`src/fb_scan_pkg.sv`:
```
package fb_scan_pkg;

  localparam int ADDR_W    = 16;  // Word address of the frame store.
  localparam int DATA_W    = 16;  // One RGB444 pixel per word.
  localparam int COLOR_W   = 4;
  localparam int H_W       = 10;
  localparam int V_W       = 10;
  localparam int BURST_LEN = 16;  // h_visible must be a multiple of this.

  // Width of the FIFO credit count between unpacker and reader.
  localparam int ROOM_W = 10;

  typedef struct packed {
    logic              enable;
    logic [ADDR_W-1:0] base;
    logic [H_W-1:0]    h_visible;
    logic [V_W-1:0]    v_visible;
  } fb_cfg_t;

  typedef struct packed {
    logic [COLOR_W-1:0] red;
    logic [COLOR_W-1:0] grn;
    logic [COLOR_W-1:0] blu;
    logic [H_W-1:0]     x;
    logic [V_W-1:0]     y;
    logic [ADDR_W-1:0]  addr;
    logic               last;  // Final pixel of the frame.
  } pix_t;

  typedef enum logic [1:0] {
    REG_CTRL = 2'd0,
    REG_BASE = 2'd1,
    REG_HVIS = 2'd2,
    REG_VVIS = 2'd3
  } reg_addr_e;

  typedef enum logic [1:0] {
    RD_IDLE,
    RD_ISSUE,
    RD_DRAIN
  } rd_state_e;

endpackage

```
`src/fb_scan_regs.sv`:
```
`timescale 1ns/10ps

module fb_scan_regs
  import fb_scan_pkg::*;
(
  input  logic      clk,
  input  logic      rst_n,
  input  logic      reg_wr,
  input  reg_addr_e reg_addr,
  input  logic [15:0] reg_wdata,
  output fb_cfg_t   cfg
);

  fb_cfg_t cfg_q;

  always_ff @(posedge clk) begin
    if (!rst_n) begin
      cfg_q <= '0;
    end else if (reg_wr) begin
      case (reg_addr)
        REG_CTRL: cfg_q.enable    <= reg_wdata[0];
        REG_BASE: cfg_q.base      <= reg_wdata[ADDR_W-1:0];
        REG_HVIS: cfg_q.h_visible <= reg_wdata[H_W-1:0];
        REG_VVIS: cfg_q.v_visible <= reg_wdata[V_W-1:0];
        default: ;
      endcase
    end
  end

  assign cfg = cfg_q;

  // Only decoded addresses may be written.
  a_reg_addr_known: assert property (
    @(posedge clk) disable iff (!rst_n)
    reg_wr |-> !$isunknown(reg_addr) &&
               (reg_addr inside {REG_CTRL, REG_BASE, REG_HVIS, REG_VVIS})
  );

endmodule

```
`config.mk`:
```
export PLATFORM = sky130hd
export DESIGN_NAME = fb_scan_regs
export DESIGN_NICKNAME = d
export VERILOG_FILES = /design/src/fb_scan_pkg.sv /design/src/fb_scan_regs.sv
export SDC_FILE = /design/constraint.sdc
export NUM_CORES = 1
export LEC_CHECK = 0
export BUFFER_PORTS_ARGS = -buffer_cell sky130_fd_sc_hd__buf_2
export CAP_MARGIN = 5
export CORE_ASPECT_RATIO = 1.1
export CORE_UTILIZATION = 30
export DETAILED_ROUTE_END_ITERATION = 12
export PLACE_DENSITY_LB_ADDON = 0.2
export SKIP_CTS_REPAIR_TIMING = 1
export SLEW_MARGIN = 5
export SYNTH_ARGS = -nofsm -noshare
export SYNTH_HDL_FRONTEND = slang
export SYNTH_SLANG_ARGS = --single-unit
```
`constraint.sdc`:
```
create_clock -name clk -period 1.2 [get_ports clk]
set_clock_uncertainty 0.15 [all_clocks]
set_input_delay 0.36 -clock clk [delete_from_list [all_inputs] [get_ports clk]]
set_output_delay 0.36 -clock clk [all_outputs]
set_load 0.005 [all_outputs]
```
== Word-level counts from Yosys, hierarchy flattened ==
Index checks and enable logic that the tools add are counted.
Cells by class
  eq/ne operators: 3
  reduce and logical (&&, ||, !) cells: 5
Operators with widths (count)
  AND reduction 2 bit: 4
  == test 2 bit, second input constant: 2
  == test 2 x 1 -> 1 bit, second input constant: 1
  zero test 2 bit: 1
Storage, ports and cells
  bits in registers: 37
  bits of input ports: 21

== Longest topological paths before layout ==
Gate-level depths: netlist (run 1).
  depth in word-level cells: 2
  gate-level depth with buffers: 4
  gate-level depth less buffers: 2

== Worst setup path after synthesis (run 1) ==
No wires, ideal clock.
  kind: input to register
  start point: input reg_addr[1]
  end point: register cfg_q, in the netlist cfg[20]
  library setup time: 72 ps
  arrival time: 991 ps
  setup slack: -13 ps
  cell stages on the path: 4
  buffers on the path: 2
  cells stage by stage: and3b_1 > buf_6 > buf_12 > mux2i_1
Between the ends
  word-level cells in the longest chain between the ends: 2
RTL lines
  start, declared: RTL line fb_scan_regs.sv:9  | input reg_addr_e reg_addr,
  == test 2 x 1 -> 1 bit: RTL line fb_scan_regs.sv:20  | case (reg_addr)
  AND reduction 2 bit (no line)
  end, declared: RTL line fb_scan_regs.sv:14  | fb_cfg_t cfg_q;
No other way between the ends.
A chain may end at the register's enable or synchronous reset.

== Worst setup path after layout (run 1) ==
  start point: register cfg_q, in the netlist cfg[9]
  end point: output cfg[9] (netlist name)
RTL lines
  end, declared: RTL line fb_scan_regs.sv:11  | output fb_cfg_t cfg
No word-level cell between the ends.

==> impl_metrics.yaml, run 1 <==
detailed_routing:
  dr.pass1.iters: 4
  drt_wl_total_um: 3240
  drtAntennaViolNets: 0
  post_drt_wl_per_cell_um: 12.4
  avgViaCountPerCell: 4.40
  drt_iter0_drc: 18
  vias: 1153
  drcViolationCount: 0
cells_and_area:
  drive_gt1_frac: 0.548
  multi_input_area_um2: 598
  area_growth_pct: 45.7
  largest_reg_flops: 37
  seq_area_um2: 787
  postLayoutCoreUtil: 0.466
  final_area_um2: 2050
  n_antenna_cell: 0
  final_nets: 228
  fillers: 429
die:
  core-area_um2: 4410
  rows: 25
  die_width_um: 67.4
  die_area_um2: 4980
  initial_core_util: 0.320
  ios: 58
  dieHeight_um: 73.9
cts:
  ctsLongestPathBuffers: 2
  root_buffer: "clkbuf_8"
  cts_buffers: 5
  cts_tree: "built"
  cts.sinks: 37
  htreeDepth: 2
  path_clk_slew_ps: 80
  clkLatencyLatePin_ps: 290
worst_setup_path:
  critPathMaxFanout: 2
  arrival_ps: 730
  path_delay_family: "flip-flops"
  max_stage_delay_ps: 320
  crit_type: "reg2out"
  cp-start-kind: "flip-flop"
  crit_slowest_cell: "dfxtp_2"
  crit_chain: "buf_2"
  end_kind: "output pin"
  critPathBufInv: 1
  critPathRequiredTime_ps: 690
timing:
  final.min_clock_period_ps: 1240
  rsz0062_at_grt: "true"
  worst-slew-pin-transition_ps: 230
  layout_setup_ws_ps: -42.4
  finalSetupViolCount: 37
  hold_violations: 0
  maxSlewViolCount: 0
  fin_crit_sh: 1.04
  fmax_ghz: 0.805
  slew_headroom: 0.847
power:
  vdd_drop_max_mv: 0.628
  power_density_nw_per_um2: 1220
  total_power_mw: 2.52
  leakagePower_nw: 1.05
yosys:
  yosys_register_bits: 37
  yosysUniqueCellTypes: 10
  syn_area_per_cell_um2: 10.0
  synth_nets: 162
  synthCells: 141
  synth.cell_area_um2: 1410
  ys_seq_area_frac: 0.525
  yosysWarnings: 0
grt:
  grt_pass1_wl_um: 4870
  gr-total-overflow: 0
  grt_max_degree: 29
  grt.total_usage: 0.134
  grt_pass1_vias: 1126
  antenna_found_initial: 0
placed_design:
  dpl_cell_area_um2: 1790
  dp_hpwl_um: 2260
  gp_congestion: 0.687
  numPortBuffers: 57
status:
  status: "finished with violations"
  violations: "setup timing"
run:
  maxCapViolations: 0
min_path:
  worstHoldPathType: "in2reg"
power breakdown:
part / switching, mW / internal (mW) / leakage (nW)
Sequential: 0.0240 / 1.28 / 0.318
Clock: 0.428 / 0.519 / 0.0542
Combinational: 0.120 / 0.145 / 0.677
Total: 0.572 / 1.94 / 1.05
cell usage after synthesis:
cell / n / share of area
nor3b_1: 1 / 0.0053
and3b_1: 1 / 0.0062
buf_2: 8 / 0.028
nand3b_1: 1 / 0.0053
buf_6: 1 / 0.0080
nand3_1: 1 / 0.0035
dfxtp_1: 37 / 0.53
nand2_1: 53 / 0.14
buf_12: 1 / 0.014
mux2i_1: 37 / 0.26
cell usage in the layout, fill, tap and decap left out, drive strengths merged:
master and n:
dfxtp 37, mux2i 37, and3b 1, clkinv 1
nand2 53, buf 69, clkbuf 7, nand3 1
nor3b 1, nand3b 1
cells by family after synthesis:
kind of cell / synth area share
buffers and inverters: 0.0506
AND/OR/NAND/NOR: 0.161
flip-flops: 0.525
multiplexers: 0.263
worst paths after layout:
check,start,endpoint,slack [ps],depth (start not counted)
max,cfg[9]$_SDFFE_PN0P_,cfg[9],-40,1
min,reg_wdata[14],cfg[34]$_SDFFE_PN0P_,160,3
max reg2reg,cfg[16]$_SDFFE_PN0P_,cfg[16]$_SDFFE_PN0P_,370,3
min reg2reg,cfg[31]$_SDFFE_PN0P_,cfg[31]$_SDFFE_PN0P_,310,2
through the flow:
stage | cells | TNS (ps) | hold WS, ps | setup WS, ps
4_1_cts | 255 | -2010 | 158 | -80.6
3_3_place_gp | 247 | -2090 | 290 | -101
6_report | 262 | -1130 | 163 | -42.4
2_1_floorplan | 141 | -129 | 301 | -12.9
5_1_grt | 262 | -2140 | 162 | -68.2
3_5_place_dp | 247 | -2850 | 296 | -168
per-layer routing:
metal | GRT usage | vias up | routed length, um
met4 | 0.0709 | 0 | 63
met1 | 0.148 | 514 | 1380
li1 | - | 594 | -
met2 | 0.226 | 38 | 1570
met5 | 0 | - | 0
met3 | 0.0466 | 7 | 223
final cells by class:
type,instances,area share
multi-input cells,94,0.291
flip-flops and latches,37,0.383
well taps,54,0.0329
clock inverters,1,0.00244
repair buffers,69,0.244
clock buffers,7,0.0469
Note: power is estimated with default switching activity, not from simulation.
==> inputs of run 2 (changes only) <==
--- a/config.mk
+++ b/config.mk
@@ -7,7 +7,7 @@
 export LEC_CHECK = 0
 export BUFFER_PORTS_ARGS = -buffer_cell sky130_fd_sc_hd__buf_2
 export CAP_MARGIN = 5
-export CORE_ASPECT_RATIO = 1.1
+export CORE_ASPECT_RATIO = 0.8
 export CORE_UTILIZATION = 30
 export DETAILED_ROUTE_END_ITERATION = 12
 export PLACE_DENSITY_LB_ADDON = 0.2
==> run 2 against run 1 <==
Effect of this change:
- the run still ends with setup timing left
- global-route usage is 0.11 points lower
- register-to-register slack better by 20 ps
- flip-flop and latch count stayed put
- non-clock buffer count is 2 lower
- die area hardly changed
- critical endpoint is now cfg[29]
- largest cell class unchanged
- highest routed layer unchanged
==> impl_metrics.yaml, run 2 (synthesis gave the netlist of run 1 again) <==
status:
  status: "finished with violations"
  violations: "setup timing"
grt:
  grt_pass1_wl_um: 5040
  grt.total_usage: 0.133
  grt_max_degree: 17
  antenna_found_initial: 0
  gr-total-overflow: 0
  grt_pass1_vias: 1153
detailed_routing:
  post_drt_wl_per_cell_um: 12.0
  drcViolationCount: 0
  drt_wl_total_um: 3160
  drt_iter0_drc: 27
  wl_met2_um: 1550
  routed.top_layer: "met4"
  vias: 1161
  dr.pass1.iters: 4
  m1WireLength_um: 1410
  drtAntennaViolNets: 0
  avgViaCountPerCell: 4.41
  wl_met3_um: 178
die:
  ios: 58
  dieHeight_um: 63.3
  die_area_um2: 4980
  initial_core_util: 0.325
  core-area_um2: 4340
  die_width_um: 78.7
  rows: 21
timing:
  fin_crit_sh: 1.03
  final.min_clock_period_ps: 1240
  finalSetupViolCount: 37
  layout_setup_ws_ps: -37.7
  maxSlewViolCount: 0
  hold_violations: 0
  rsz0062_at_grt: "true"
  slew_headroom: 0.835
  fmax_ghz: 0.808
  worst-slew-pin-transition_ps: 246
min_path:
  worstHoldPathType: "in2reg"
  min_from: "reg_wdata[13]"
power:
  share_comb_of_total_power: 0.089
  power_density_nw_per_um2: 1380
  p_switching_uw: 582
  leakagePower_nw: 1.03
  p_sw_frac: 0.206
  seqPwrFrac: 0.462
  vdd_drop_max_mv: 0.631
  pwr-share-clk: 0.449
  p_int_mw: 2.24
worst_setup_path:
  critPathBufInv: 1
  max_stage_delay_ps: 330
  cp-start-kind: "flip-flop"
  end_kind: "output pin"
  arrival_ps: 730
  crit_chain: "buf_2"
  critPathMaxFanout: 2
  crit_slowest_cell: "dfxtp_2"
  critPathRequiredTime_ps: 690
  path_delay_family: "flip-flops"
  r2r_start: "cfg[10]$_SDFFE_PN0P_"
  crit_type: "reg2out"
  cp-startpoint: "cfg[29]$_SDFFE_PN0P_"
cells_and_area:
  drive_gt1_frac: 0.544
  multi_input_area_um2: 598
  final_area_um2: 2040
  largest_reg_flops: 37
  final_nets: 226
  layout_common_cells: "nand2_1 (53), buf_2 (46), mux2i_1 (37), dfxtp_2 (37), buf_6 (11)"
  fillers: 452
  final_common_cell: "nand2_1"
  seq_area_um2: 787
  area_growth_pct: 45.0
  n_antenna_cell: 0
placed_design:
  dp_slack_ps: -142
  gp_congestion: 0.676
  dpl_cell_area_um2: 1790
  numPortBuffers: 57
  dp_hpwl_um: 2300
cts:
  cts_buffers: 5
  path_clk_slew_ps: 80
  clkLatencyLatePin_ps: 280
  cts.sinks: 37
  ctsLongestPathBuffers: 2
  root_buffer: "clkbuf_8"
  cts_tree: "built"
  htreeDepth: 2
run:
  maxCapViolations: 0
run 2: per-layer routing:
layer | up-vias | GRT usage
li1 | 587 | -
met1 | 541 | 0.153
met2 | 29 | 0.220
met3 | 4 | 0.0435
met4 | 0 | 0.0694
met5 | - | 0
run 2: final timing paths:
kind,cells after the start,end,slack [ps]
max,1,cfg[29],-40
min,3,cfg[33]$_SDFFE_PN0P_,170
max reg2reg,3,cfg[10]$_SDFFE_PN0P_,390
min reg2reg,2,cfg[13]$_SDFFE_PN0P_,300
run 2: final cells by class:
cell class	count	share of cell area
Clock inverter	3	0.0318
Timing Repair Buffer	67	0.222
Multi-Input combinational cell	94	0.293
Clock buffer	5	0.0337
Tap cell	57	0.0349
Sequential cell	37	0.385
run 2: power by group through the flow:
stage | Sequential [mW] | Clock (mW) | Combinational [mW]
after global routing | 1.31 | 1.35 | 0.277
after detailed placement | 1.32 | 0 | 0.240
after floorplan | 1.32 | 0 | 0.123
after CTS | 1.29 | 1.31 | 0.241
final | 1.30 | 1.27 | 0.252
after global placement | 1.32 | 0 | 0.236
run 2: through the flow:
stage           util  hold WS, ps  std cells  setup TNS [ps]  power (mW)
2_1_floorplan      -          301        141            -129        1.45
3_3_place_gp   0.412          292        254           -3010        1.55
3_5_place_dp   0.412          295        254           -3940        1.56
4_1_cts        0.443          162        262           -2190        2.84
5_1_grt        0.472          167        263           -2170        2.94
6_report       0.472          166        263           -1070        2.82
