**src/fb_scan_pkg.sv**
```systemverilog
package fb_scan_pkg;

  localparam int ADDR_W    = 16;  // Word address of the frame store.
  localparam int DATA_W    = 16;  // One RGB444 pixel per word.
  localparam int COLOR_W   = 4;
  localparam int H_W       = 10;
  localparam int V_W       = 10;
  localparam int BURST_LEN = 16;  // h_visible must be a multiple of this.

  // Width of the FIFO credit count between unpacker and reader.
  localparam int ROOM_W = 10;

  typedef struct packed {
    logic              enable;
    logic [ADDR_W-1:0] base;
    logic [H_W-1:0]    h_visible;
    logic [V_W-1:0]    v_visible;
  } fb_cfg_t;

  typedef struct packed {
    logic [COLOR_W-1:0] red;
    logic [COLOR_W-1:0] grn;
    logic [COLOR_W-1:0] blu;
    logic [H_W-1:0]     x;
    logic [V_W-1:0]     y;
    logic [ADDR_W-1:0]  addr;
    logic               last;  // Final pixel of the frame.
  } pix_t;

  typedef enum logic [1:0] {
    REG_CTRL = 2'd0,
    REG_BASE = 2'd1,
    REG_HVIS = 2'd2,
    REG_VVIS = 2'd3
  } reg_addr_e;

  typedef enum logic [1:0] {
    RD_IDLE,
    RD_ISSUE,
    RD_DRAIN
  } rd_state_e;

endpackage

```
**src/fb_pixel_unpack.sv**
```systemverilog
`timescale 1ns/10ps

// FIFO_DEPTH is a power of two, at least 2 * BURST_LEN.
module fb_pixel_unpack
  import fb_scan_pkg::*;
#(
  parameter int FIFO_DEPTH = 64
) (
  input  logic              clk,
  input  logic              rst_n,
  input  fb_cfg_t           cfg,
  input  logic              frame_start,
  input  logic              burst_issued,
  input  logic              rvalid,
  input  logic [DATA_W-1:0] rdata,
  output logic              rready,
  output logic [ROOM_W-1:0] fifo_room,
  output logic              pix_valid,
  output pix_t              pix,
  input  logic              pix_ready
);

  localparam int PTR_W = $clog2(FIFO_DEPTH);

  pix_t              mem [FIFO_DEPTH];
  logic [PTR_W-1:0]  wr_ptr_q;
  logic [PTR_W-1:0]  rd_ptr_q;
  logic [ROOM_W-1:0] cnt_q;  // Entries in mem, output register excluded.
  logic [ROOM_W-1:0] rsv_q;  // Promised to issued bursts.
  logic [H_W-1:0]    x_q;
  logic [V_W-1:0]    y_q;
  logic [ADDR_W-1:0] addr_q;
  pix_t              beat;
  pix_t              pix_q;
  logic              pix_valid_q;

  logic push;
  logic load_out;
  logic pop_mem;
  logic bypass;
  logic line_end;
  logic frame_end;

  assign rready    = (rsv_q != '0);
  assign push      = rvalid && rready;
  assign load_out  = !pix_valid_q || pix_ready;
  assign pop_mem   = load_out && (cnt_q != '0);
  assign bypass    = load_out && (cnt_q == '0) && push;  // Straight to output.
  assign fifo_room = ROOM_W'(FIFO_DEPTH) - cnt_q - rsv_q;

  assign line_end  = (x_q == cfg.h_visible - 1'b1);
  assign frame_end = line_end && (y_q == cfg.v_visible - 1'b1);

  always_comb begin
    beat.red  = rdata[3*COLOR_W-1 -: COLOR_W];
    beat.grn  = rdata[2*COLOR_W-1 -: COLOR_W];
    beat.blu  = rdata[COLOR_W-1:0];
    beat.x    = x_q;
    beat.y    = y_q;
    beat.addr = addr_q;
    beat.last = frame_end;
  end

  always_ff @(posedge clk) begin
    if (!rst_n) begin
      wr_ptr_q    <= '0;
      rd_ptr_q    <= '0;
      cnt_q       <= '0;
      rsv_q       <= '0;
      x_q         <= '0;
      y_q         <= '0;
      pix_valid_q <= 1'b0;
    end else begin
      cnt_q <= cnt_q + ROOM_W'(push && !bypass) - ROOM_W'(pop_mem);
      rsv_q <= rsv_q + (burst_issued ? ROOM_W'(BURST_LEN) : '0) - ROOM_W'(push);
      if (push && !bypass) begin
        wr_ptr_q <= wr_ptr_q + 1'b1;
      end
      if (pop_mem) begin
        rd_ptr_q <= rd_ptr_q + 1'b1;
      end
      if (load_out) begin
        pix_valid_q <= pop_mem || bypass;
      end
      if (frame_start) begin
        x_q <= '0;
        y_q <= '0;
      end else if (push) begin
        if (line_end) begin
          x_q <= '0;
          y_q <= frame_end ? '0 : y_q + 1'b1;
        end else begin
          x_q <= x_q + 1'b1;
        end
      end
    end
  end

  always_ff @(posedge clk) begin
    if (push && !bypass) begin
      mem[wr_ptr_q] <= beat;
    end
    if (pop_mem) begin
      pix_q <= mem[rd_ptr_q];
    end else if (bypass) begin
      pix_q <= beat;
    end
    if (frame_start) begin
      addr_q <= cfg.base;
    end else if (push) begin
      addr_q <= addr_q + 1'b1;  // Raster order is contiguous.
    end
  end

  assign pix_valid = pix_valid_q;
  assign pix       = pix_q;

  // Credit from the reader must keep the FIFO from overflowing.
  a_no_overflow: assert property (
    @(posedge clk) disable iff (!rst_n)
    push |-> (cnt_q != ROOM_W'(FIFO_DEPTH))
  );

endmodule

```
**config.mk**
```make
export PLATFORM = sky130hd
export DESIGN_NAME = fb_pixel_unpack
export DESIGN_NICKNAME = d
export VERILOG_FILES = /design/src/fb_scan_pkg.sv /design/src/fb_pixel_unpack.sv
export SDC_FILE = /design/constraint.sdc
export NUM_CORES = 2
export LEC_CHECK = 0
export BUFFER_PORTS_ARGS = -buffer_cell sky130_fd_sc_hd__buf_2
export CORE_ASPECT_RATIO = 1.2
export CORE_UTILIZATION = 45
export CTS_CLUSTER_SIZE = 20
export DETAILED_ROUTE_END_ITERATION = 12
export MAX_ROUTING_LAYER = met4
export SLEW_MARGIN = 30
export SYNTH_ARGS = -nofsm -noshare
export SYNTH_HDL_FRONTEND = slang
export SYNTH_SLANG_ARGS = --single-unit
export TNS_END_PERCENT = 5
```
**constraint.sdc**
```tcl
create_clock -name clk -period 4.32 [get_ports clk]
set_clock_uncertainty 0.05 [all_clocks]
set_input_delay 0.216 -clock clk [delete_from_list [all_inputs] [get_ports clk]]
set_output_delay 0.216 -clock clk [all_outputs]
set_load 0.05 [all_outputs]
```
== Word-level counts from Yosys, hierarchy flattened ==
Memory sizes are Yosys's and may differ from the RTL's. A register that Yosys moved wholly into a read port is not among the register bits.
Cells that the tools add are included.
Word-level totals
  register bits after elaboration: 118
  RAM bits: 3136
  output and inout port bits: 61
  memories kept: 1
Memories
  mem: words 64, bits a word 49, read ports 1, clocked after Yosys merged registers in 1, write ports 1, RTL line fb_pixel_unpack.sv:25  | pix_t mem [FIFO_DEPTH];
Operators by class
  add/sub/neg operators: 13
  equality and inequality tests: 2
  muxes and demuxes: 11
  bitwise logic cells: 1
  reduce and logical (&&, ||, !) cells: 17
Operators with widths (number)
  $mux W49: 2
  $mux W16: 2
  $add A10 B1 Y10 const B: 2
  $eq A10 B10 Y1: 2
  $mux W10: 2
  $reduce_bool A10 Y1: 2
  $sub A10 B1 Y10: 2
  $sub A10 B1 Y10 const B: 2
  $add A16 B1 Y16 const B: 1
  $add A6 B1 Y6 const B: 2
  $mux W6: 2
  $add A10 B1 Y10: 1
  $add A10 B5 Y10: 1
  $logic_not A10 Y1: 1
  $sub A10 B10 Y10: 1
  $sub A7 B10 Y10 const A: 1
  $logic_and A1 B1 Y1: 6
  $mux W5: 1
  $reduce_bool A2 Y1: 2
  $logic_not A1 Y1: 2
  $logic_or A1 B1 Y1: 2
  $mux W1: 2
  $reduce_and A2 Y1: 1
  $reduce_or A2 Y1: 1
  $not A1 Y1: 1

== Logic depth before layout (Yosys ltp) ==
  depth after elaboration: 8
  depth in mapped cells: 18
  gate-level depth less buffers: 18

== Worst setup path after synthesis ==
Ideal clock, no wire load.
  path kind: register -> register
  start: register rsv_q[2]
  end: memory mem[31][0] (netlist bit) (enable)
  data arrival time: 4084 ps
  path slack: -271 ps
  cell stages (with the launch flop): 10
  buffers on the path: 1
  clock period less this slack: 4591 ps
  cells stage by stage: dfxtp_1 > inv_1 > ha_1 > nor4bb_1 > a31o_2 > a21oi_1 > and2_0 > clkbuf_1 > nand3_1 > nor2_1
On the way
  longest elaborated chain between the ends: 7
Ends and longest elaborated chain
  from (decl): RTL line fb_pixel_unpack.sv:29  | logic [ROOM_W-1:0] rsv_q;
  from (signal assigned): RTL line fb_pixel_unpack.sv:75  | rsv_q <= rsv_q + (burst_issued ? ROOM_W'(BURST_LEN) : '0) - ROOM_W'(push);
  $reduce_bool A10 Y1 *: RTL line fb_pixel_unpack.sv:44  | assign rready = (rsv_q != '0);
  $logic_and A1 B1 Y1 *: RTL line fb_pixel_unpack.sv:45  | assign push = rvalid && rready;
  $logic_and A1 B1 Y1: RTL line fb_pixel_unpack.sv:48  | assign bypass = load_out && (cnt_q == '0) && push;
  $logic_not A1 Y1: RTL line fb_pixel_unpack.sv:100  | if (push && !bypass) begin
  $logic_and A1 B1 Y1 *: RTL line fb_pixel_unpack.sv:100
  $mux W1 *: RTL line fb_pixel_unpack.sv:100
  $mux W1 (implied by the code) *: RTL line fb_pixel_unpack.sv:101  | mem[wr_ptr_q] <= beat;
  to (decl): RTL line fb_pixel_unpack.sv:25
Every way passes the cells marked *; elsewhere a longest branch is shown, timed or not.

== Final worst setup path ==
  start: register y_q[6]
  end: register y_q[6]
On the way
  longest elaborated chain between the ends: 3
Ends and longest elaborated chain
  from (decl): RTL line fb_pixel_unpack.sv:31  | logic [V_W-1:0] y_q;
  from (signal assigned): RTL line fb_pixel_unpack.sv:91  | y_q <= frame_end ? '0 : y_q + 1'b1;
  branches (longest 2 deep; another with $add A10 B1 Y10)
  $mux W10 *: RTL line fb_pixel_unpack.sv:91
Mark *: on every way between the ends.
A chain may end at the register's enable or synchronous reset.

==> results.py <==
metrics = {
    "logic_synthesis": {
        "seq_area_frac_synth_pct": 77.1,
        "syn_inst": 5545,
        "synth-xor-area-share_pct": 0.506,
        "synth_flop_cell": "edfxtp_1",
        "muxShareOfSynthArea_pct": 17.8,
        "ys_ff_latch": 3260,
        "synth-edff-count": 3201,
        "synthArstFlopShare_pct": 0,
        "synth_cell_types": 68,
        "yosys_warnings": 0,
        "synth_nets": 5658,
        "yosys.area_share.simple_pct": 1.61,
        "synthesis.area_um2": 126000,
        "synthAdderAreaFrac_pct": 0.553,
        "synth_top_family_by_area": "multiplexers",
        "synth-compound-area-share_pct": 1.35,
        "avgSynthCellArea_um2": 22.8,
    },
    "cells_and_area": {
        "nets": 6170,
        "final_cell_mix": "3,201 x edfxtp_1, 883 x mux4_2, 326 x clkbuf_16, 222 x buf_4, 192 x nand2_1",
        "drive_above_1_share_pct": 31.2,
        "area_delta_synth_final_pct": 14.6,
        "layoutNonFillerInstCount": 10000,
        "final_common_cell": "edfxtp_1",
    },
    "critical_path": {
        "slowest_delay_ns": 0.72,
        "start_kind": "flop",
        "required_ns": 5.02,
        "rrSetupSlack_ns": 0.19,
        "arrival_ns": 4.83,
        "ff2ff_path_depth": 10,
        "critPathKind": "reg2reg",
        "crit_chain": "xnor2_1 > o311ai_0 > and3_1 > a2111oi_1 > dlygate4sd3_1 > o211ai_2 > dlygate4sd3_1 > a32oi_1 > o41ai_2 > dlygate4sd3_1",
        "crit_top_cell": "dlygate4sd3_1",
        "path_max_fanout": 8,
        "crit_slowest_cell": "dlygate4sd3_1",
        "crit_path_end_kind": "flop",
    },
    "global_route": {
        "grt_pass1_vias": 62000,
        "grt_max_degree": 87,
        "grt_pass1_wl_um": 465000,
        "grt_overflow": 0,
        "antenna_found_initial": 11,
        "grt_usage_pct": 24.1,
    },
    "routing": {
        "detail_route.first_pass.iterations": 6,
        "drc": 0,
        "vias": 60500,
        "ant_nets": 1,
        "wirelength_um": 330000,
        "first_iter_violations": 6659,
        "wire_per_inst_um": 33.0,
        "avgViaCountPerCell": 6.05,
    },
    "status": {
        "violations": "antenna violations",
        "status": "finished, violations left",
    },
    "placed_design": {
        "preCtsSetupSlack_ns": 0.534,
        "dp_hpwl_um": 178000,
        "place.gp.congestion": 0.857,
        "portBuffers": 114,
        "place_inst": 9307,
    },
    "flow_run": {
        "maxCapViolations": 0,
    },
    "pwr": {
        "p_leak_nw": 46.5,
        "ir_worst_vdd_v": 0.000622,
        "p_per_area_nw_per_um2": 539,
        "finalPower_mw": 78.0,
    },
    "worst_hold_path": {
        "hp-class": "in2reg",
        "holdPathStages": 7,
    },
    "floorplanning": {
        "die_w_um": 486,
        "dieArea_um2": 283000,
        "chipHeight_um": 582,
        "rows": 212,
        "core_um2": 279000,
        "io_pins": 120,
        "initial_core_util_pct": 45.3,
    },
    "timing": {
        "maxSlewHeadroom_pct": 32.9,
        "min_period_ns": 4.13,
        "finalSetupViolCount": 0,
        "max_freq_ghz": 0.242,
        "timing.final.crit_share_pct": 95.6,
        "hold_violations": 0,
        "rsz0062_at_grt": "no",
        "tightestPinTransition_ns": 1.01,
        "drv_slew": 0,
        "setup_ws_ns": 0.192,
    },
    "clock_network": {
        "cts-root-buf": "clkbuf_16",
        "cts.path.max_buffers": 4,
        "cts_tree": "yes",
        "htreeDepth": 5,
        "postCtsSetupRepairBufs": 0,
        "clk_latency_ns": 0.89,
        "cts_sinks": 3260,
        "cts_buffers": 317,
        "path_clk_slew_ns": 0.06,
    },
}
==> cell type report <==
type | instances | area, µm²
Timing Repair Buffer | 477 | 4440
Tap cell | 3638 | 4550
Antenna cell | 65 | 163
Clock inverter | 159 | 1320
Sequential cell | 3260 | 97300
Fill cell | 21400 | 134000
Clock buffer | 402 | 8480
Multi-Input combinational cell | 1940 | 28100
Inverter | 61 | 236
==> where the power goes <==
part           internal (mW)  switching, mW  total, mW
registers               35.7          0.807       36.5
logic                   6.20           8.64       14.8
clock network           15.1           11.6       26.7
==> per-layer routing <==
metal	part of all wire, %	track usage, %	wire length [µm]
met1	39	31.4	129000
met5	0	-	0
met4	3.6	7.79	11700
met2	51	39.4	167000
met3	6.5	3.15	21500
==> through the flow <==
step | hold WS, ns | setup TNS [ns] | instance area (µm²) | util (%)
global route | 0.0977 | 0 | 145000 | 51.9
global placement | 0.436 | 0 | 134000 | 48.1
detailed placement | 0.451 | 0 | 134000 | 48.1
CTS | 0.0163 | 0 | 144000 | 51.9
floorplan | 0.265 | -335.47 | 126000 | -
finish | 0.0571 | 0 | 145000 | 51.9
==> worst max-delay path, delay by kind of cell (launching register included) <==
family | cells | cell delay, ns
compound gates | 5 | 1.10
flops | 1 | 0.33
xor+xnor | 1 | 0.38
simple gates | 1 | 0.22
buf+inv | 3 | 1.94
==> synth_stat cells, drive strengths merged (6+ instances only) <==
library cell / instances / share of area (%)
o41ai: 6 / 0.065
edfxtp: 3201 / 76
nor2b: 14 / 0.069
clkbuf: 176 / 0.52
xor2: 32 / 0.22
nor4: 6 / 0.035
buf: 108 / 0.37
nor3: 11 / 0.048
or3: 7 / 0.035
nor2: 97 / 0.29
nand3: 25 / 0.099
nand4: 12 / 0.059
ha: 51 / 0.51
nand2b: 12 / 0.065
inv: 60 / 0.18
mux2: 144 / 1.3
a32oi: 56 / 0.39
o22ai: 48 / 0.24
mux2i: 99 / 0.78
dfxtp: 59 / 0.94
xnor2: 41 / 0.28
nand2: 194 / 0.58
and3: 13 / 0.064
and2: 26 / 0.13
o21ai: 28 / 0.11
mux4: 883 / 16
a21oi: 66 / 0.26
==> state kept, by name, summed over array words and instances, names as in the netlist, named ones only <==
name,flops
mem,3136
pix,49
addr_q,16
cnt_q,10
rsv_q,10
x_q,10
y_q,10
rd_ptr_q,6
wr_ptr_q,6
pix_valid,1
==> repair_timing <==
item / CTS / global route
endpoints found under the setup margin: 0 / 1
hold buffers: 67 / 2
hold endpoints to repair: 552 / 128
gates resized for setup: 0 / 1
==> logic make-up (layout without fill, tap and decap cells) <==
logic type | count (synthesis) | count (layout)
compound gates | 249 | 249
xor+xnor | 73 | 73
fa+ha+maj | 54 | 54
buf+inv | 345 | 1099
flops | 3260 | 3260
mux | 1126 | 1126
other cells | 0 | 65
simple gates | 438 | 438
==> worst paths after layout <==
path,endpoint,startpoint
setup / recovery,y_q[6],y_q[6]
hold reg to reg,flop,rd_ptr_q[1]
setup reg to reg,y_q[6],y_q[6]
hold / removal,rsv_q[5],burst_issued
Power figures use the tool's default switching activity.
