===== src/fb_scan_pkg.sv =====
package fb_scan_pkg;

  localparam int ADDR_W    = 16;  // Word address of the frame store.
  localparam int DATA_W    = 16;  // One RGB444 pixel per word.
  localparam int COLOR_W   = 4;
  localparam int H_W       = 10;
  localparam int V_W       = 10;
  localparam int BURST_LEN = 16;  // h_visible must be a multiple of this.

  // Width of the FIFO credit count between unpacker and reader.
  localparam int ROOM_W = 10;

  typedef struct packed {
    logic              enable;
    logic [ADDR_W-1:0] base;
    logic [H_W-1:0]    h_visible;
    logic [V_W-1:0]    v_visible;
  } fb_cfg_t;

  typedef struct packed {
    logic [COLOR_W-1:0] red;
    logic [COLOR_W-1:0] grn;
    logic [COLOR_W-1:0] blu;
    logic [H_W-1:0]     x;
    logic [V_W-1:0]     y;
    logic [ADDR_W-1:0]  addr;
    logic               last;  // Final pixel of the frame.
  } pix_t;

  typedef enum logic [1:0] {
    REG_CTRL = 2'd0,
    REG_BASE = 2'd1,
    REG_HVIS = 2'd2,
    REG_VVIS = 2'd3
  } reg_addr_e;

  typedef enum logic [1:0] {
    RD_IDLE,
    RD_ISSUE,
    RD_DRAIN
  } rd_state_e;

endpackage


===== src/fb_burst_reader.sv =====
`timescale 1ns/10ps

module fb_burst_reader
  import fb_scan_pkg::*;
#(
  parameter int MAX_OUTSTANDING = 4
) (
  input  logic              clk,
  input  logic              rst_n,
  input  fb_cfg_t           cfg,
  input  logic [ROOM_W-1:0] fifo_room,
  output logic              arvalid,
  output logic [ADDR_W-1:0] araddr,
  output logic [7:0]        arlen,
  input  logic              arready,
  input  logic              rvalid,
  input  logic              rready,
  input  logic              rlast,
  output logic              burst_issued,
  output logic              frame_start
);

  localparam int OUT_W = $clog2(MAX_OUTSTANDING + 1);
  localparam int FW_W  = H_W + V_W;

  rd_state_e         state_q;
  logic [FW_W-1:0]   frame_words;
  logic [FW_W-1:0]   req_q;   // Words requested so far.
  logic [FW_W-1:0]   req_nx;
  logic [OUT_W-1:0]  out_q;   // Bursts in flight.
  logic [ADDR_W-1:0] araddr_q;
  logic              frame_start_q;
  logic              room_ok;
  logic              burst_done;
  logic              start_frame;

  assign frame_words = cfg.h_visible * cfg.v_visible;
  assign req_nx      = req_q + FW_W'(BURST_LEN);
  assign room_ok     = fifo_room >= ROOM_W'(BURST_LEN);
  assign burst_done  = rvalid && rready && rlast;

  // Room and credit only shrink on an issue, so arvalid holds until arready.
  assign arvalid      = (state_q == RD_ISSUE) && room_ok &&
                        (out_q < OUT_W'(MAX_OUTSTANDING));
  assign burst_issued = arvalid && arready;
  assign arlen        = 8'(BURST_LEN - 1);
  assign araddr       = araddr_q;
  assign frame_start  = frame_start_q;

  always_comb begin
    start_frame = 1'b0;
    case (state_q)
      RD_IDLE:  start_frame = cfg.enable;
      RD_DRAIN: start_frame = (out_q == '0) && cfg.enable;
      default:  start_frame = 1'b0;
    endcase
  end

  always_ff @(posedge clk) begin
    if (!rst_n) begin
      state_q       <= RD_IDLE;
      req_q         <= '0;
      out_q         <= '0;
      frame_start_q <= 1'b0;
    end else begin
      frame_start_q <= start_frame;
      out_q <= out_q + OUT_W'(burst_issued) - OUT_W'(burst_done);
      case (state_q)
        RD_IDLE: begin
          if (start_frame) begin
            state_q <= RD_ISSUE;
            req_q   <= '0;
          end
        end
        RD_ISSUE: begin
          if (burst_issued) begin
            req_q <= req_nx;
            if (req_nx >= frame_words) begin
              state_q <= RD_DRAIN;
            end
          end
        end
        RD_DRAIN: begin
          if (start_frame) begin
            state_q <= RD_ISSUE;  // Enable still set, next frame.
            req_q   <= '0;
          end else if (out_q == '0) begin
            state_q <= RD_IDLE;
          end
        end
        default: state_q <= RD_IDLE;
      endcase
    end
  end

  always_ff @(posedge clk) begin
    if (start_frame) begin
      araddr_q <= cfg.base;
    end else if (burst_issued) begin
      araddr_q <= araddr_q + ADDR_W'(BURST_LEN);
    end
  end

  a_ar_stable: assert property (
    @(posedge clk) disable iff (!rst_n)
    arvalid && !arready |=> arvalid && $stable(araddr)
  );

endmodule


===== config.mk =====
export PLATFORM = sky130hd
export DESIGN_NAME = fb_burst_reader
export DESIGN_NICKNAME = d
export VERILOG_FILES = /design/src/fb_scan_pkg.sv /design/src/fb_burst_reader.sv
export SDC_FILE = /design/constraint.sdc
export NUM_CORES = 1
export LEC_CHECK = 0
export ABC_AREA = 1
export BUFFER_PORTS_ARGS = -buffer_cell sky130_fd_sc_hd__buf_2
export CAP_MARGIN = 0
export CORE_AREA = 2 2 134 123
export CTS_BUF_LIST = sky130_fd_sc_hd__clkbuf_2
export DETAILED_ROUTE_END_ITERATION = 7
export DIE_AREA = 0 0 136 125
export GPL_ROUTABILITY_DRIVEN = 1
export PLACE_DENSITY = 0.61
export SYNTH_ARGS = -nofsm -noshare
export SYNTH_HDL_FRONTEND = slang
export SYNTH_SLANG_ARGS = --single-unit

===== constraint.sdc =====
create_clock -name clk -period 13.1 [get_ports clk]
set_input_delay 2.62 -clock clk [delete_from_list [all_inputs] [get_ports clk]]
set_output_delay 2.62 -clock clk [all_outputs]
set_load 0.005 [all_outputs]

Word-level counts from Yosys, hierarchy flattened
Cells that the tools add are included.
{ "totals": {"word_cells": 45, "output_inout_bits": 27, "register_bits": 42, "inputBits": 53} }
{ "classes": {"addsub": 4, "order_cmp": 3, "mux": 12, "reduce_logical": 13, "eq_ne": 7, "multipliers": 1} }
{ "ops": {"columns": ["cell", "n"], "rows": [
  ["20-bit two-way mux", 2],
  ["20-bit case mux with 2 select lines", 1],
  ["16-bit two-way mux", 2],
  ["20-bit by 5-bit adder with 20-bit output, second input constant", 1],
  ["20-bit >= comparator", 1],
  ["10-bit by 10-bit multiplier with 20-bit output", 1],
  ["16-bit by 5-bit adder with 16-bit output, second input constant", 1],
  ["10-bit by 5-bit >= comparator with 1-bit output, second input constant", 1],
  ["2-bit two-way mux", 5],
  ["1-bit logical AND", 6],
  ["2-bit case mux with 3 select lines", 1],
  ["2-bit by 1-bit inequality test with 1-bit output, second input constant", 2],
  ["2-bit inequality test, second input constant", 2],
  ["4-bit AND reduction", 1],
  ["2-bit nonzero test", 2],
  ["3-bit by 1-bit adder with 3-bit output", 1],
  ["3-bit logical NOT", 1],
  ["3-bit less-than comparator, second input constant", 1],
  ["3-bit inequality test, second input constant", 1],
  ["3-bit AND reduction", 1],
  ["3-bit by 1-bit subtractor with 3-bit output", 1],
  ["2-bit by 1-bit equality test with 1-bit output, second input constant", 1],
  ["2-bit equality test, second input constant", 1],
  ["2-bit logical NOT", 1],
  ["other kinds (2)", 2]
]} }

Longest topological paths before layout
Gate-level depths: netlist of run 1.
{ "depth": {"ltp_word": 6, "mapped_depth": 31, "depth_no_buf": 30} }

Worst setup path after synthesis of run 1
OpenSTA, ideal clock, no wires.
{ "synth_timing": {"path_kind": "in2reg", "start": "in cfg[3] (netlist bit)", "end": "reg state_q[1]", "setup_ns": 0.071, "cell_stages": 29, "required_ns": 13.029, "t_arrival_ns": 7.893, "slack_ns": 5.136, "cell_sequence": "clkbuf_1 -> nand2_1 -> fa_1 -> inv_1 -> fa_1 -> inv_1 -> fa_1 -> inv_1 -> fa_1 -> inv_1 -> fa_1 -> inv_1 -> ha_1 -> a21oi_1 -> o21ai_0 -> a21oi_1 -> o21bai_1 -> nand2_1 -> nand2_1 -> nand2_1 -> nand2_1 -> ha_1 -> nand2_1 -> nor2_1 -> and2_1 -> nand3b_1 -> nand3_1 -> nand4_1 -> a21oi_1"} }
{ "synth_via": {"elab_chain_cells": 4} }
{ "synth_lines": {"columns": ["item", "line_no", "source"], "rows": [
  ["start, declared", "fb_burst_reader.sv:10", "input fb_cfg_t cfg,"],
  ["10-bit by 10-bit multiplier with 20-bit output", "fb_burst_reader.sv:37", "assign frame_words = cfg.h_visible * cfg.v_visible;"],
  ["20-bit >= comparator", "fb_burst_reader.sv:78", "if (req_nx >= frame_words) begin"],
  ["2-bit by 1-bit inequality test with 1-bit output (no line)", null, null],
  ["4-bit AND reduction (no line)", null, null],
  ["end signal, assigned", "fb_burst_reader.sv:79", "state_q <= RD_DRAIN;"],
  ["end signal, assigned", "fb_burst_reader.sv:85", "state_q <= RD_ISSUE;"],
  ["end signal, assigned", "fb_burst_reader.sv:88", "state_q <= RD_IDLE;"],
  ["end, declared", "fb_burst_reader.sv:26", "rd_state_e state_q;"]
]} }
No other way between the ends.
A chain may end at the register's enable or synchronous reset.

Worst setup path after layout of run 1
{ "layout_timing": {"start": "in cfg[15] (netlist bit)", "end": "reg state_q[1]"} }
Same word-level chain as after synthesis.

==> results of run 1 <==
layout make-up:
| class | count | share of cell area [%] |
|---|---|---|
| inverter | 182 | 10.3 |
| clock inverter | 2 | 0.511 |
| multi-input combinational | 594 | 65.9 |
| timing repair buffer | 67 | 5.07 |
| sequential | 38 | 13.9 |
| clock buffer | 5 | 0.378 |
| tap | 207 | 3.91 |
flip-flops by register name (all words and copies together) (netlist names):
| signal | count |
|---|---|
| araddr | 16 |
| req_q | 16 |
| out_q | 3 |
| frame_start | 1 |
| state_q | 2 |
logic make-up after synthesis:
kind of cell             count (synthesis)  share of synthesized area [%]
AO/OA/AOI/OAI                           74                           6.62
XOR/XNOR                                30                           4.43
adder cells (fa/ha/maj)                138                           36.0
buffers and inverters                  215                           13.9
flip-flops                              38                           15.1
other                                    2                          0.123
AND/OR/NAND/NOR                        344                           23.8
cell usage after synthesis:
| cell type | instances |
|---|---|
| edfxtp_1 | 16 |
| nand3_2 | 1 |
| o21bai_1 | 4 |
| xnor2_1 | 12 |
| and2_1 | 3 |
| or2_1 | 1 |
| xor2_2 | 1 |
| xor2_1 | 17 |
| nand2_2 | 7 |
| o21ai_0 | 17 |
| buf_4 | 10 |
| clkbuf_1 | 21 |
| fa_1 | 63 |
| and3_1 | 1 |
| nand3b_1 | 4 |
| a31o_2 | 1 |
| a21o_1 | 5 |
| nand3_1 | 24 |
| nor2_4 | 1 |
| a31oi_1 | 1 |
| nand2_1 | 235 |
| ha_1 | 75 |
| nor4_1 | 2 |
| clkinv_1 | 1 |
| nor2_2 | 3 |
| buf_2 | 2 |
| nor3_1 | 6 |
| nor2_1 | 40 |
| nor3_4 | 1 |
| conb_1 | 2 |
| nor3_2 | 1 |
| a21oi_1 | 41 |
| nor3b_1 | 1 |
| dfxtp_1 | 22 |
| o21ai_1 | 3 |
| a21oi_2 | 1 |
| inv_2 | 5 |
| inv_1 | 176 |
| or2_2 | 2 |
| o21a_1 | 1 |
| nand4_1 | 11 |
layer usage:
metal / GRT usage, % / up-vias
met3: 1.78 / 7
met5: 0 / -
li1: - / 2643
met1: 23.0 / 2336
met4: 1.65 / 0
met2: 24.2 / 66
how the worst max path moves through the flow:
| stage | end | slack (ns) | cells after the start |
|---|---|---|---|
| after global placement | state_q[1] | 4.72 | 29 |
| after detailed placement | state_q[1] | 4.69 | 29 |
| after floorplan | state_q[1] | 5.14 | 29 |
| after CTS | state_q[1] | 5.09 | 29 |
| final | state_q[1] | 5.12 | 29 |
| after global routing | state_q[1] | 4.55 | 29 |
metrics by stage:
stage,instances,instance area [sq um]
after CTS,1095,6620
after global routing,1095,6620
final,1095,6620
after detailed placement,1088,6560
after floorplan,847,6130
after global placement,1088,6560
power by group:
| part | switching, W | internal, W |
|---|---|---|
| sequential | 0.00000705 | 0.000134 |
| clock | 0.0000386 | 0.0000307 |
| combinational | 0.000440 | 0.000298 |
critical path: cells and delay by family:
kind | cells | cell delay, ns
and+or+nand+nor | 11 | 1.10
AOI/OAI and AO/OA | 5 | 0.89
adders and majority gates | 7 | 3.19
buffers and inverters | 6 | 0.46
==> results.toml, run 1 <==
[global_routing]
grt_overflow_total = 0
grt_pass1_wl_um = 21700
track_usage_pct = 15.3
grt_pass1_vias = 4746
grt_max_degree = 22
grt_antenna_before_repair = 0

[run_status]
status = "finished clean"

[setup_path]
max_stage_delay_ns = 0.54
cp.required_ns = 13.41
crit_start = "cfg[15]"
crit_path_end_kind = "register"
crit_type = "input pin to register"
slowest_stage = "fa_1"
critPathArrivalTime_ns = 8.29
crit_path_frequent_cell = "nand2_1"
path_max_fanout = 10
start_kind = "input pin"
reg2regPathDepth = 14
r2r_start = "req_q[4]"
reg2reg_to = "state_q[1]"
rrSetupSlack_ns = 10.54

[min_path]
hp-class = "register to register"
min_delay_path_depth = 1
hold_end = "out_q[2]"
min-delay-start = "out_q[2]"

[pwr]
power-per-cell-area_nw_per_um2 = 143
p_leak_nw = 3.89
totalPowerFinal_w = 0.000948
ir_worst_vdd_mv = 0.0730

[layout]
area_growth_pct = 8.38
postLayoutCoreUtil_pct = 42.0
fin_nets = 1079
layout-drive-gt1-share_pct = 10.9
fill_cells = 1684
final_cell_mix = "235 x nand2_1, 176 x inv_1, 75 x ha_1, 67 x buf_2, 63 x fa_1"
diodes = 0
seqCellArea_sq_um = 921
final_common_cell = "nand2_1"
multi_input_area_sq_um = 4360

[timing]
timing.fmax_ghz = 0.125
tns_ns = 0
finalHoldViolCount = 0
rsz0062_at_grt = "no"
timing.hold.ws_ns = 0.463
fin_crit_sh_pct = 60.9
final-max-slew-violation-count = 0
finalSetupViolCount = 0
relSlewSlack_pct = 60.2
setup_ws_ns = 5.12
fin_crit_ns = 7.98
skew_ns = 0.0175
tightestPinTransition_ns = 0.594

[clocking]
cts_hold_buf = 0
numCtsBuffers = 5
path_clk_slew_ns = 0.19
clockBufferDepth = 2
root_buffer = "clkbuf_2"
insertion_delay_ns = 0.39
ctsResizeCount = 0
cts.sinks = 38
postCtsSetupBuffers = 0
cts_max_level = 2
tritoncts = "done"

[logic_synthesis]
ys_ff_latch = 38
netlist_area_sq_um = 6100
synth_top_area_cell = "fa_1"
syn_inst = 841
ys_types = 41
ys_seq_area_share_pct = 15.1
synth_top_area_share_pct = 20.7
yosysWarnings = 0
synth_area_leaders = "fa_1 21%, ha_1 15%, nand2_1 14%, inv_1 11%, edfxtp_1 7.9%"
syn_area_per_cell_sq_um = 7.26

[routing]
routed_wl_um = 12400
top_layer_used = "met4"
via_per_inst = 4.61
drt-met1-wl_um = 6470
firstDrtPassIters = 4
vias = 5052
wl_met2_um = 5500
wire_per_inst_um = 11.3
drc = 0
ant_nets = 0
drtIter0Drc = 236
met3_length_um = 368

[floorplanning]
dieArea_sq_um = 17000
core-area_sq_um = 15700
ios = 80
die_h_um = 125
initial_core_util_pct = 38.8
die_w_um = 136
row_count = 44

[placement]
portBuffers = 67
dp_worst_setup_slack_ns = 4.69
hpwl_um = 10500
gp_congestion = 0.779

[flow_run]
maxCapViolCount = 0
No activity file was read; power rests on OpenSTA's default activity.
==> run 2, diff against run 1 <==
- clock period: 13.1 -> 7.6 ns (I/O delays scaled with it)
==> results.toml, run 2 (synthesized netlist as in run 1, its figures left out) <==
[layout]
fin_nets = 1081
fill_cells = 1676
final_common_cell = "nand2_1"
area_growth_pct = 8.63
diodes = 0
layout-drive-gt1-share_pct = 11.1
final_cell_mix = "235 x nand2_1, 176 x inv_1, 75 x ha_1, 67 x buf_2, 63 x fa_1"
postLayoutCoreUtil_pct = 42.1

[floorplanning]
ios = 80
die_h_um = 125
die_w_um = 136
dieArea_sq_um = 17000
row_count = 44
core-area_sq_um = 15700
initial_core_util_pct = 38.8

[setup_path]
path_delay_family = "adder cells"
cp.required_ns = 7.91
path_buf_inv = 6
path_max_fanout = 10
crit_path_end_kind = "register"
max_stage_delay_ns = 0.54
critPathArrivalTime_ns = 7.23
crit_type = "input pin to register"
slowest_stage = "fa_1"
start_kind = "input pin"
crit_path_frequent_cell = "nand2_1"

[clocking]
ctsResizeCount = 0
root_buffer = "clkbuf_2"
tritoncts = "done"
path_clk_slew_ns = 0.21
insertion_delay_ns = 0.38
clockBufferDepth = 2
cts.sinks = 38
numCtsBuffers = 5
cts_hold_buf = 0
cts_max_level = 2
postCtsSetupBuffers = 0

[timing]
rsz0062_at_grt = "no"
fin_crit_sh_pct = 91.0
relSlewSlack_pct = 60.1
fin_crit_ns = 6.92
tightestPinTransition_ns = 0.594
tns_ns = 0
timing.fmax_ghz = 0.145
setup_ws_ns = 0.682
final-max-slew-violation-count = 0
skew_ns = 0.0159
finalHoldViolCount = 0
finalSetupViolCount = 0

[run_status]
status = "finished clean"

[placement]
gp_congestion = 0.794
portBuffers = 67
dp_worst_setup_slack_ns = 0.278
hpwl_um = 10600

[routing]
routed_wl_um = 12700
firstDrtPassIters = 4
ant_nets = 0
drtIter0Drc = 268
wire_per_inst_um = 11.5
vias = 5060
drc = 0
via_per_inst = 4.61

[global_routing]
met3_usage_pct = 1.78
grt-busiest-layer = "met2"
grt_pass1_vias = 4864
track_usage_pct = 15.9
grt_use_met1_pct = 23.8
grt_antenna_before_repair = 0
grt_pass1_wl_um = 22400
grt_max_degree = 22
grt_use_met2_pct = 25.4
grt_overflow_total = 0

[pwr]
ir_worst_vdd_mv = 0.146
power-per-cell-area_nw_per_um2 = 250
p_leak_nw = 3.90

[flow_run]
maxCapViolCount = 0

[min_path]
hp-class = "register to register"
run 2: worst paths after layout:
check,from,endpoint,slack (ns),depth (start not counted)
worst min-delay path,out_q[2],out_q[2],0.46,1
worst max-delay path,cfg[15],state_q[1],0.68,29
worst min register to register,out_q[2],out_q[2],0.46,1
worst max register to register,req_q[5],state_q[1],5.04,14
run 2: stage by stage:
step           instance area (sq um)  hold slack, ns  power (W)  std cells
6_report                        6630           0.461    0.00166       1097
5_1_grt                         6630           0.477    0.00190       1097
4_1_cts                         6630           0.461    0.00167       1097
3_5_place_dp                    6570           0.437    0.00153       1090
3_3_place_gp                    6570           0.430    0.00154       1090
2_1_floorplan                   6130           0.422    0.00127        847
run 2: power breakdown:
group	total, W	switching (W)	internal (W)
registers	0.000244	0.0000122	0.000232
clock network	0.000122	0.0000689	0.0000530
logic	0.00129	0.000776	0.000513
total	0.00166	0.000857	0.000798
run 2: cell type report:
| type | count | area, sq um | share of cell area (%) |
|---|---|---|---|
| sequential | 38 | 921 | 13.9 |
| inverter | 182 | 683 | 10.3 |
| clock buffer | 5 | 25.0 | 0.377 |
| tap | 207 | 259 | 3.91 |
| clock inverter | 2 | 33.8 | 0.509 |
| multi-input combinational | 594 | 4360 | 65.7 |
| timing repair buffer | 69 | 350 | 5.28 |
run 2: per-layer routing:
layer / wire length [um] / share of wire (%) / vias up
met4: 51 / 0.40 / 0
met3: 494 / 3.9 / 4
met5: 0 / 0 / -
li1: - / - / 2652
met1: 6590 / 52 / 2312
met2: 5530 / 44 / 92
run 2: worst reg2reg max path, cell delays in order (launching register included):
cell      delay [ns]
dfxtp_1         0.40
ha_1            0.21
nand3_2         0.15
nor4_1          0.37
nand2_1         0.12
nand2_1         0.11
inv_1           0.04
ha_1            0.26
nand2_1         0.05
nor2_1          0.17
and2_1          0.21
nand3b_1        0.09
nand3_1         0.11
nand4_1         0.08
a21oi_1         0.13
